### src/sldu_defines.svh
////////////////////////////////////////////////////////////
// Slide unit sizing
// Lane count, queue depths, register geometry and
// element widths shared by the RTL and the testbench
////////////////////////////////////////////////////////////

`ifndef SLDU_DEFINES_SVH
`define SLDU_DEFINES_SVH

// Lanes and bytes per lane word
`define SLDU_NR_LANES 4
`define SLDU_LANE_BYTES 8
// One row spans all lanes
`define SLDU_ROW_BYTES 32

// Queue depths
`define SLDU_INSN_DEPTH 2
`define SLDU_RESULT_DEPTH 2

// Register file geometry, 4 rows make one 128-byte register
`define SLDU_ROWS_PER_REG 4
`define SLDU_NR_VREGS 32

`endif
### src/sldu_pkg.sv
////////////////////////////////////////////////////////////
// Slide unit types
// Opcode, request, lane data and addressing types
////////////////////////////////////////////////////////////

`include "sldu_defines.svh"

package sldu_pkg;

  // Slide direction
  typedef enum logic {
    SLIDE_UP,
    SLIDE_DOWN
  } slide_op_e;

  // Element width, an element is 2**code bytes
  typedef enum logic [1:0] {
    EW8,
    EW16,
    EW32,
    EW64
  } vsew_e;

  typedef logic [2:0] vid_t;
  typedef logic [$clog2(`SLDU_NR_VREGS)-1:0] vreg_t;
  // Element or byte count, up to a full register
  typedef logic [7:0] vlen_t;
  // Register number times rows per register plus row index
  typedef logic [$clog2(`SLDU_NR_VREGS*`SLDU_ROWS_PER_REG)-1:0] row_addr_t;

  typedef logic [8*`SLDU_LANE_BYTES-1:0] lane_word_t;
  typedef logic [`SLDU_LANE_BYTES-1:0] lane_strb_t;

  // Stride counts elements, not bytes
  typedef struct packed {
    slide_op_e op;
    vid_t      id;
    vreg_t     vd;
    vlen_t     vl;
    vsew_e     vsew;
    vlen_t     stride;
  } slide_req_t;

endpackage

### src/sldu_insn_queue.sv
////////////////////////////////////////////////////////////
// Slide instruction queue
// Ring of requests with accept, issue and commit phases.
// Counts retired rows of the oldest instruction and
// pulses done with its id
////////////////////////////////////////////////////////////

`timescale 1ns/1ps
`include "sldu_defines.svh"

module sldu_insn_queue (
  input  logic                 clk_i,
  input  logic                 rst_ni,
  input  sldu_pkg::slide_req_t req_i,
  input  logic                 req_valid_i,
  output logic                 req_ready_o,
  output sldu_pkg::slide_req_t issue_req_o,
  output logic                 issue_valid_o,
  input  logic                 issue_done_i,
  input  logic                 row_retired_i,
  output logic                 done_o,
  output sldu_pkg::vid_t       done_id_o
);

  import sldu_pkg::*;

  localparam int unsigned Depth    = `SLDU_INSN_DEPTH;
  localparam int unsigned PntW     = $clog2(Depth);
  localparam int unsigned RowShift = $clog2(`SLDU_ROW_BYTES);

  // Rows the byte mapping touches for one request
  function automatic logic [2:0] row_count(slide_req_t r);
    logic [10:0] total;
    logic [10:0] offset;
    logic [10:0] rows;
    total  = 11'(r.vl) << r.vsew;
    offset = 11'(r.stride) << r.vsew;
    rows   = '0;
    if (r.op == SLIDE_UP) begin
      // Rows from the one holding the offset up to the last byte
      if (total > offset) begin
        rows = ((total - 11'd1) >> RowShift) - (offset >> RowShift) + 11'd1;
      end
    end else if (total != '0) begin
      rows = (total + 11'(`SLDU_ROW_BYTES - 1)) >> RowShift;
    end
    return rows[2:0];
  endfunction

  slide_req_t      mem_q [Depth];
  logic [PntW-1:0] accept_pnt_q, issue_pnt_q, issue_pnt_d, commit_pnt_q;
  logic [PntW:0]   issue_cnt_q, issue_cnt_d, commit_cnt_q, commit_cnt_d;
  logic [2:0]      rows_left_q, rows_left_d, rows_dec;
  logic            accept, commit_valid, issued, finish;
  slide_req_t      commit_req, head_next, issue_next;

  ////////////////////////////////////////////////////////////
  // Accept and issue
  ////////////////////////////////////////////////////////////

  assign req_ready_o = (commit_cnt_q != (PntW+1)'(Depth));
  assign accept      = req_valid_i && req_ready_o;

  assign issue_pnt_d = issue_pnt_q + PntW'(issue_done_i);
  assign issue_cnt_d = issue_cnt_q + (PntW+1)'(accept) - (PntW+1)'(issue_done_i);

  // Next issue entry may be the one written in this cycle
  assign issue_next = (accept && accept_pnt_q == issue_pnt_d) ? req_i : mem_q[issue_pnt_d];

  ////////////////////////////////////////////////////////////
  // Commit
  ////////////////////////////////////////////////////////////

  assign commit_valid = (commit_cnt_q != '0);
  assign commit_req   = mem_q[commit_pnt_q];
  // Commit head is older than the issuing one once the engine let go of it
  assign issued       = (commit_cnt_q > issue_cnt_q);
  assign rows_dec     = rows_left_q - {2'b0, row_retired_i};
  assign finish       = commit_valid && issued && (rows_dec == '0);

  // Instruction that becomes the commit head next
  assign head_next = (commit_cnt_q > (PntW+1)'(1)) ? mem_q[commit_pnt_q + PntW'(1)] : req_i;

  assign rows_left_d  = (finish || !commit_valid) ? row_count(head_next) : rows_dec;
  assign commit_cnt_d = commit_cnt_q + (PntW+1)'(accept) - (PntW+1)'(finish);

  always_ff @(posedge clk_i or negedge rst_ni) begin
    if (!rst_ni) begin
      accept_pnt_q  <= '0;
      issue_pnt_q   <= '0;
      commit_pnt_q  <= '0;
      issue_cnt_q   <= '0;
      commit_cnt_q  <= '0;
      rows_left_q   <= '0;
      issue_valid_o <= 1'b0;
      done_o        <= 1'b0;
      done_id_o     <= '0;
    end else begin
      accept_pnt_q  <= accept_pnt_q + PntW'(accept);
      issue_pnt_q   <= issue_pnt_d;
      commit_pnt_q  <= commit_pnt_q + PntW'(finish);
      issue_cnt_q   <= issue_cnt_d;
      commit_cnt_q  <= commit_cnt_d;
      rows_left_q   <= rows_left_d;
      issue_valid_o <= (issue_cnt_d != '0);
      done_o        <= finish;
      done_id_o     <= commit_req.id;
    end
  end

  // Request storage
  always_ff @(posedge clk_i) begin
    if (accept) begin
      mem_q[accept_pnt_q] <= req_i;
    end
    issue_req_o <= issue_next;
  end

endmodule

### config.mk
export PLATFORM = sky130hd
export DESIGN_NAME = sldu_insn_queue
export DESIGN_NICKNAME = d
export VERILOG_FILES = /design/src/sldu_pkg.sv /design/src/sldu_insn_queue.sv
export VERILOG_INCLUDE_DIRS = /design/src
export SDC_FILE = /design/constraint.sdc
export NUM_CORES = 1
export LEC_CHECK = 0
export ABC_AREA = 0
export BUFFER_PORTS_ARGS = -buffer_cell sky130_fd_sc_hd__buf_2
export CAP_MARGIN = 15
export CORE_MARGIN = 1.5
export CORE_UTILIZATION = 52
export CTS_BUF_LIST = sky130_fd_sc_hd__clkbuf_8
export DETAILED_ROUTE_END_ITERATION = 7
export PLACE_DENSITY_LB_ADDON = 0.2
export SLEW_MARGIN = 25
export SYNTH_ARGS = -nofsm -noshare
export SYNTH_HDL_FRONTEND = slang
export SYNTH_SLANG_ARGS = --single-unit
export TNS_END_PERCENT = 30
### constraint.sdc
create_clock -name clk_i -period 8.4 [get_ports clk_i]
set_clock_uncertainty 0.2 [all_clocks]
set_input_delay 0.84 -clock clk_i [delete_from_list [all_inputs] [get_ports clk_i]]
set_output_delay 0.84 -clock clk_i [all_outputs]
set_load 0.05 [all_outputs]
==> summary.txt <==
most common cell after layout, fill and taps aside - buf_2
Async SR Flop Fraction - 0.214
Avg Cell Area, Syn - 12.3 sq um
r2r startpoint - commit_pnt_q
largest family of logic cells by synthesized area - multiplexers
hold_buf cts - 0
top cells by area, synth - edfxtp_1, mux2_2, dfrtp_1, ha_1, mux2i_1
Post-Route WL - 8.16 mm
xor and xnor fraction of the mapped netlist area - 0.0357
share of layout cells above drive strength 1 - 0.347
Placement Setup Slack - 4.06 ns
vias in the first global route - 2795
simple-gate portion of the synthesized area - 0.0770
std cell rows - 32
final worst setup slack - 4.20 ns
CTS tree - yes
mux share of post-synthesis cell area - 0.189
postcts setup bufs - 0
GRT Util Overall - 0.212
crit path kind - flip-flop to flip-flop
critical path data required time - 8.42 ns
EDFF count, synth - 54
vias post-DR - 2729
Critical Path Fanout Max - 22
fin crit share - 0.500
Worst R2R Setup Slack - 4.20 ns
Slew headroom - 0.459
FF-to-FF path depth - 15
Worst setup startpoint - commit_pnt_q
final setup fails - 0
Resize count post-CTS - 0
Fin. Hold Viols - 0
Yosys top cell area share - 0.399
fin nets - 448
Fin Setup TNS - 0 ns
Detailed Place HPWL - 5.75 mm
core area - 0.00765 sq mm
Die ar. - 0.00835 sq mm
Routed Antenna Nets - 0
DRC viols - 0
Root Driver - clkbuf_8
Worst-Margin Slew - 0.812 ns
RSZ-0062 raised after global routing - false
register area - 0.00202 sq mm
CTS H-tree depth - 3
fmax - 238 MHz
fill count - 649
Synth Area in Compound Gates - 0.0881
Synth cell types - 45
post-layout min period - 4.20 ns
crit path launch type - flip-flop
critical path data arrival time - 4.22 ns
Detailed Route Iter0 Violations - 178
CP Capture Type - flip-flop
Port-buffer cells - 64
1st-pass router iterations - 4
Slew Viols, Final - 0
Syn Nets - 385
CTS buffer count - 9
leading area contributor after synthesis - edfxtp_1
hold crit path type - primary input to async pin
most frequent cells in the layout - buf_2, edfxtp_1, mux2_2, mux2i_1, nand2_1
multi-input logic area - 0.00187 sq mm
IO Pins - 65
Seq cells post-synth - 70
Critical R2R Capture - rows_left_q[2]
routed length per instance - 16.3 microns
prevailing post-synth register cell - edfxtp_1
die width - 91.4 microns
n_diodes - 0
synth-to-layout area growth - 14.8%
initial core utilization - 0.531
first-pass GRT wire length - 13.7 mm
Max-cap violations - 0
Die H - 91.4 microns
sequential-to-total area share from yosys stat - 0.496
Synth Instances - 330
CTS sink count - 70
Max Root-Sink Buffers - 2
Adder-Cell Fraction of Synth Area - 0.0708
largest net degree at the start of global routing - 38
Clk pin slew, worst setup/hold paths - 0.09 ns
total grt overflow - 0
Clock Latency Late Sink - 0.36 ns
outcome - completed
synth warn - 0
initial antenna violation count - 0
Post-Syn Area - 0.00406 sq mm
DR vias/cell - 5.46
Final GP Congestion - 0.886
-- cell type report --
type,count,area share
clock buffer,9,0.0266
clock inverter,7,0.0225
inverter,16,0.0129
multi-input combinational,227,0.401
sequential,70,0.433
tap,102,0.0274
timing repair buffer,69,0.0767
-- cells in the mapped netlist (6+ instances only) --
cell type / instances
edfxtp_1: 54
mux2i_1: 24
xnor2_1: 10
a21oi_1: 18
mux2_2: 34
clkbuf_1: 6
a21o_1: 6
ha_1: 23
dfrtp_1: 15
inv_1: 16
nand2_1: 24
o21ai_0: 15
nor2_1: 21
-- critical path, stage by stage, from the launching register on --
cell	delay [ns]
dfrtp_1	0.43
buf_4	0.41
mux2_4	0.34
mux2i_2	0.35
mux2i_1	0.18
mux2_4	0.32
a2111oi_4	0.35
nand3_2	0.15
nor2b_1	0.18
ha_1	0.27
inv_1	0.04
ha_1	0.18
xnor2_1	0.15
xnor3_1	0.24
xnor2_1	0.14
o221ai_1	0.13
-- routing by layer --
metal  global-route usage  share of wire  up-vias
met5                    0              0        -
met2                0.361           0.51       54
met1                0.269           0.44     1336
met3               0.0494          0.039        9
met4               0.0586          0.011        0
li1                     -              -     1330
-- how the worst max path moves through the flow --
stage                     slack (ns)        endpoint
after floorplan                 4.76  rows_left_q[2]
after global placement          4.16  rows_left_q[2]
after detailed placement        4.06  rows_left_q[2]
after CTS                       4.17  rows_left_q[2]
after global routing            3.90  rows_left_q[2]
final                           4.20  rows_left_q[2]
-- sequential cells by signal, summed over array words and instances (netlist names), named ones only --
register	count
done_o	1
issue_valid_o	1
commit_pnt_q	1
issue_pnt_q	1
commit_cnt_q	2
mem_q	54
done_id_o	3
accept_pnt_q	1
issue_cnt_q	2
rows_left_q	3
-- cells by family (layout without fill, tap and decap cells) --
| logic type | Yosys count | count (layout) |
|---|---|---|
| muxes | 67 | 67 |
| AOI/OAI and AO/OA | 54 | 54 |
| buffers and inverters | 33 | 101 |
| DFF | 70 | 70 |
| adders and majority gates | 23 | 23 |
| and+or+nand+nor | 68 | 68 |
| xor gates and xnor gates | 15 | 15 |
-- metrics by stage --
stage	hold WS (ns)	utilization	area, sq um	cells
detailed placement	0.250	0.580	4430	484
global route	0.202	0.610	4660	500
CTS	0.190	0.610	4660	500
global placement	0.249	0.580	4430	484
floorplan	0.232	-	4060	330
finish	0.181	0.610	4660	500
Power is not shown: default switching activity piles up to over one toggle a cycle in this logic, so the estimate is an artifact.
