`config.mk`:
```
export PLATFORM = sky130hd
export DESIGN_NAME = sldu_result_queue
export DESIGN_NICKNAME = d
export VERILOG_FILES = /design/src/sldu_pkg.sv /design/src/sldu_result_queue.sv
export VERILOG_INCLUDE_DIRS = /design/src
export SDC_FILE = /design/constraint.sdc
export NUM_CORES = 1
export LEC_CHECK = 0
export ABC_AREA = 1
export BUFFER_PORTS_ARGS = -buffer_cell sky130_fd_sc_hd__buf_4
export CAP_MARGIN = 15
export CELL_PAD_IN_SITES_DETAIL_PLACEMENT = 0
export CELL_PAD_IN_SITES_GLOBAL_PLACEMENT = 1
export CORE_AREA = 2 2 248 250
export DETAILED_ROUTE_END_ITERATION = 7
export DIE_AREA = 0 0 250 252
export PLACE_DENSITY = 0.85
export SLEW_MARGIN = 20
export SYNTH_ARGS = -nofsm -noshare
export SYNTH_HDL_FRONTEND = slang
export SYNTH_SLANG_ARGS = --single-unit
```
`constraint.sdc`:
```
create_clock -name clk_i -period 16.2 [get_ports clk_i]
set_input_delay 0 -clock clk_i [delete_from_list [all_inputs] [get_ports clk_i]]
set_output_delay 0 -clock clk_i [all_outputs]
set_load 0.05 [all_outputs]
```
`src/sldu_defines.svh`:
```
////////////////////////////////////////////////////////////
// Slide unit sizing
// Lane count, queue depths, register geometry and
// element widths shared by the RTL and the testbench
////////////////////////////////////////////////////////////

`ifndef SLDU_DEFINES_SVH
`define SLDU_DEFINES_SVH

// Lanes and bytes per lane word
`define SLDU_NR_LANES 4
`define SLDU_LANE_BYTES 8
// One row spans all lanes
`define SLDU_ROW_BYTES 32

// Queue depths
`define SLDU_INSN_DEPTH 2
`define SLDU_RESULT_DEPTH 2

// Register file geometry, 4 rows make one 128-byte register
`define SLDU_ROWS_PER_REG 4
`define SLDU_NR_VREGS 32

`endif
```
`src/sldu_pkg.sv`:
```
////////////////////////////////////////////////////////////
// Slide unit types
// Opcode, request, lane data and addressing types
////////////////////////////////////////////////////////////

`include "sldu_defines.svh"

package sldu_pkg;

  // Slide direction
  typedef enum logic {
    SLIDE_UP,
    SLIDE_DOWN
  } slide_op_e;

  // Element width, an element is 2**code bytes
  typedef enum logic [1:0] {
    EW8,
    EW16,
    EW32,
    EW64
  } vsew_e;

  typedef logic [2:0] vid_t;
  typedef logic [$clog2(`SLDU_NR_VREGS)-1:0] vreg_t;
  // Element or byte count, up to a full register
  typedef logic [7:0] vlen_t;
  // Register number times rows per register plus row index
  typedef logic [$clog2(`SLDU_NR_VREGS*`SLDU_ROWS_PER_REG)-1:0] row_addr_t;

  typedef logic [8*`SLDU_LANE_BYTES-1:0] lane_word_t;
  typedef logic [`SLDU_LANE_BYTES-1:0] lane_strb_t;

  // Stride counts elements, not bytes
  typedef struct packed {
    slide_op_e op;
    vid_t      id;
    vreg_t     vd;
    vlen_t     vl;
    vsew_e     vsew;
    vlen_t     stride;
  } slide_req_t;

endpackage

```
`src/sldu_result_queue.sv`:
```
////////////////////////////////////////////////////////////
// Slide result queue
// Two-entry row buffer writing each row to the lanes by
// request and grant, retiring it once all lanes granted
////////////////////////////////////////////////////////////

`timescale 1ns/1ps
`include "sldu_defines.svh"

module sldu_result_queue (
  input  logic                                      clk_i,
  input  logic                                      rst_ni,
  input  logic                                      push_i,
  input  sldu_pkg::row_addr_t                       push_addr_i,
  input  sldu_pkg::vid_t                            push_id_i,
  input  sldu_pkg::lane_word_t [`SLDU_NR_LANES-1:0] push_wdata_i,
  input  sldu_pkg::lane_strb_t [`SLDU_NR_LANES-1:0] push_be_i,
  output logic                                      result_full_o,
  output logic [`SLDU_NR_LANES-1:0]                 result_req_o,
  output sldu_pkg::row_addr_t [`SLDU_NR_LANES-1:0]  result_addr_o,
  output sldu_pkg::vid_t [`SLDU_NR_LANES-1:0]       result_id_o,
  output sldu_pkg::lane_word_t [`SLDU_NR_LANES-1:0] result_wdata_o,
  output sldu_pkg::lane_strb_t [`SLDU_NR_LANES-1:0] result_be_o,
  input  logic [`SLDU_NR_LANES-1:0]                 result_gnt_i,
  output logic                                      row_retired_o
);

  import sldu_pkg::*;

  localparam int unsigned Depth   = `SLDU_RESULT_DEPTH;
  localparam int unsigned NrLanes = `SLDU_NR_LANES;
  localparam int unsigned PntW    = $clog2(Depth);

  row_addr_t                     addr_q  [Depth];
  vid_t                          id_q    [Depth];
  lane_word_t [NrLanes-1:0]      wdata_q [Depth];
  lane_strb_t [NrLanes-1:0]      be_q    [Depth];
  // Lanes still waiting for a grant, per entry
  logic [Depth-1:0][NrLanes-1:0] valid_q, valid_d;
  logic [PntW-1:0]               wr_pnt_q, rd_pnt_q;
  logic [PntW:0]                 cnt_q;
  logic                          retire;

  assign result_full_o = (cnt_q == (PntW+1)'(Depth));

  // Head entry goes out on every lane
  always_comb begin
    for (int l = 0; l < NrLanes; l++) begin
      result_req_o[l]   = valid_q[rd_pnt_q][l];
      result_addr_o[l]  = addr_q[rd_pnt_q];
      result_id_o[l]    = id_q[rd_pnt_q];
      result_wdata_o[l] = wdata_q[rd_pnt_q][l];
      result_be_o[l]    = be_q[rd_pnt_q][l];
    end
  end

  always_comb begin
    valid_d = valid_q;
    // A grant drops that lane's request
    valid_d[rd_pnt_q] = valid_q[rd_pnt_q] & ~result_gnt_i;
    // Head retires when no lane is left waiting
    retire = (cnt_q != '0) && (valid_d[rd_pnt_q] == '0);
    if (push_i) begin
      valid_d[wr_pnt_q] = '1;
    end
  end

  always_ff @(posedge clk_i or negedge rst_ni) begin
    if (!rst_ni) begin
      valid_q       <= '0;
      wr_pnt_q      <= '0;
      rd_pnt_q      <= '0;
      cnt_q         <= '0;
      row_retired_o <= 1'b0;
    end else begin
      valid_q       <= valid_d;
      wr_pnt_q      <= wr_pnt_q + PntW'(push_i);
      rd_pnt_q      <= rd_pnt_q + PntW'(retire);
      cnt_q         <= cnt_q + (PntW+1)'(push_i) - (PntW+1)'(retire);
      row_retired_o <= retire;
    end
  end

  // Row payload
  always_ff @(posedge clk_i) begin
    if (push_i) begin
      addr_q[wr_pnt_q]  <= push_addr_i;
      id_q[wr_pnt_q]    <= push_id_i;
      wdata_q[wr_pnt_q] <= push_wdata_i;
      be_q[wr_pnt_q]    <= push_be_i;
    end
  end

endmodule

```
==> impl_metrics.env <==
export IMPL_status="complete, no violations"
export IMPL_slew_headroom=0.179
export IMPL_rows=90
export IMPL_cp_data_arrival_time_ps=4180
export IMPL_firstDrtPassIters=5
export IMPL_dieHeight_um=252
export IMPL_power_total_mw=6.93
export IMPL_grt_pass1_wl_um=90800
export IMPL_wl_um=60700
export IMPL_power_density_mw_per_mm2=211
export IMPL_finish_net_count=2894
export IMPL_die_w_um=250
export IMPL_path_class="reg -> out"
export IMPL_ys_seq_elements=609
export IMPL_cp_num_buf_inv=4
export IMPL_drtIter0Drc=933
export IMPL_worst_pin_slew_ps=1230
export IMPL_post_route_period_util=0.258
export IMPL_grt_max_degree=181
export IMPL_critPathMaxFanout=142
export IMPL_path_cells="inv_8 -> buf_4 -> buf_4 -> nand2_1 -> nand2_1 -> buf_4"
export IMPL_cts_root_buf="clkbuf_16"
export IMPL_grt_pass1_vias=16131
export IMPL_cp_depth=6
export IMPL_crit_path_top_delay_cell="buf_4"
export IMPL_drc=0
export IMPL_yosys_area_top_type="edfxtp_1"
export IMPL_postSynthAreaPerCell_um2=13.6
export IMPL_placedCellCount=3000
export IMPL_hold_path_class="in -> reg"
export IMPL_htreeDepth=2
export IMPL_synth_cells=1666
export IMPL_rsz0062_at_grt="false"
export IMPL_vias_per_cell=4.63
export IMPL_critical_path_top_delay_family="buffers and inverters"
export IMPL_total_leakage_power_nw=14.0
export IMPL_max_freq_mhz=239
export IMPL_design_die_area_mm2=0.0630
export IMPL_synth_top_area_frac=0.791
export IMPL_grt_use_total=0.185
export IMPL_start_kind="register"
export IMPL_coreArea_mm2=0.0601
export IMPL_hold_path_cell_count=2
export IMPL_final_cell_mix="nand2_1, buf_4, edfxtp_1"
export IMPL_cp_common_cell="buf_4"
export IMPL_vias=15834
export IMPL_syn_nets=1975
export IMPL_wl_per_cell_um=17.8
export IMPL_setup_violations_final=0
export IMPL_slew_viol_final=0
export IMPL_clock_skew_ps=17.6
export IMPL_timing_final_hold_violations=0
export IMPL_cts_sinks=609
export IMPL_clock_latency_ps=600
export IMPL_cts_tree="done"
export IMPL_cp_end_kind="output port"
export IMPL_yosys_warnings=0
export IMPL_synth_area_mm2=0.0226
export IMPL_drive_above_1_share=0.283
export IMPL_max_cap_violations=0
export IMPL_setup_tns_ps=0
export IMPL_ant_nets=0
export IMPL_clock_path_buffers=3
export IMPL_initial_core_util=0.376
export IMPL_grt_antenna_before_repair=7
export IMPL_gp_congestion=0.826
export IMPL_ios=639
export IMPL_area_growth_pct=45.5
export IMPL_portBuffers=638
export IMPL_min_period_ps=4180
export IMPL_cp_slowest_stage_delay_ps=850
export IMPL_mostFrequentLayoutCell="nand2_1"
export IMPL_reg2regPathDepth=12
export IMPL_yosys_top_cells_area="edfxtp_1, nand2_1, dfrtp_1"
export IMPL_overflow=0
export IMPL_cts_setup_buffers=0
export IMPL_path_clk_slew_ps=60
export IMPL_peakVddDrop_uv=253
export IMPL_numCtsBuffers=60
export IMPL_yosysSeqAreaShare=0.806
export IMPL_finalNonFillerCells=3417
export IMPL_yosysUniqueCellTypes=20
export IMPL_dp_hpwl_um=37100
export IMPL_crit_required_ps=16200
-- layer usage --
metal / global-route usage / share of wire / vias to the layer above
li1: - / - / 7419
met1: 0.209 / 0.36 / 7550
met2: 0.328 / 0.51 / 703
met3: 0.0558 / 0.083 / 156
met4: 0.0766 / 0.039 / 6
met5: 0 / 0.00056 / -
-- worst paths after layout --
| path | from | endpoint | slack (ps) |
|---|---|---|---|
| hold / removal | push_id_i[2] | id_q[0][2] | 120 |
| min in group asynchronous | rst_ni | valid_q[1] | 520 |
| hold reg to reg | valid_q[3] | valid_q[3] | 510 |
| setup reg to reg | rd_pnt_q | cnt_q[1] | 12720 |
| setup / recovery | rd_pnt_q | result_wdata_o[125] | 12020 |
| max in group asynchronous | rst_ni | rd_pnt_q | 15220 |
-- repair_timing --
item | 4_1_cts | 5_1_grt
hold buffers | 305 | 0
endpoints found under the hold margin | 622 | 0
resized for setup | 0 | 0
-- through the flow --
stage	util	area [µm²]	hold WS [ps]	setup slack [ps]
4_1_cts	0.547	32900	72.5	11770
5_1_grt	0.547	32900	90.0	11660
3_5_place_dp	0.462	27800	-142	12450
3_3_place_gp	0.462	27800	-147	12500
2_1_floorplan	-	22600	-296	8210
6_report	0.547	32900	124	12020
-- registers in the layout (all words and copies together) (netlist names) --
signal         flops
cnt_q              2
addr_q            14
id_q               6
valid_q            8
row_retired_o      1
rd_pnt_q           1
wdata_q          512
wr_pnt_q           1
be_q              64
-- kinds of logic (layout without fill, tap and decap cells) --
logic type      Yosys count  count (layout)  share of synthesized area
compound gates           10              10                    0.00232
fa+ha+maj                 4               4                    0.00221
other cells               0               4                          0
simple gates            927             927                      0.154
flops                   609             609                      0.806
xor+xnor                  2               2                   0.000775
buf+inv                 114            1079                     0.0346
-- cell type report --
| class | instances | area [µm²] |
|---|---|---|
| Fill cell | 4704 | 27200 |
| Antenna cell | 4 | 10.0 |
| Timing Repair Buffer | 954 | 7940 |
| Multi-Input combinational cell | 943 | 3640 |
| Inverter | 17 | 71.3 |
| Tap cell | 782 | 978 |
| Clock inverter | 32 | 420 |
| Sequential cell | 609 | 18200 |
| Clock buffer | 76 | 1620 |
-- synthesized netlist by cell type --
library cell	n
nand2_1	917
o21ai_0	8
inv_2	1
xor2_1	1
and2_1	2
xnor2_1	1
buf_2	35
buf_6	23
nor2_1	2
nand2_2	1
or2_2	1
dfrtp_1	13
o21a_1	1
nand3_1	4
inv_1	16
buf_4	37
clkbuf_1	2
edfxtp_1	596
ha_1	4
a21oi_1	1
-- power by group --
group	switching (mW)	leakage, nW	internal (mW)
clock network	0.578	1.00	0.864
logic	2.48	7.28	0.823
registers	0.0934	5.74	2.10
Note: power is estimated with default switching activity, not from simulation.
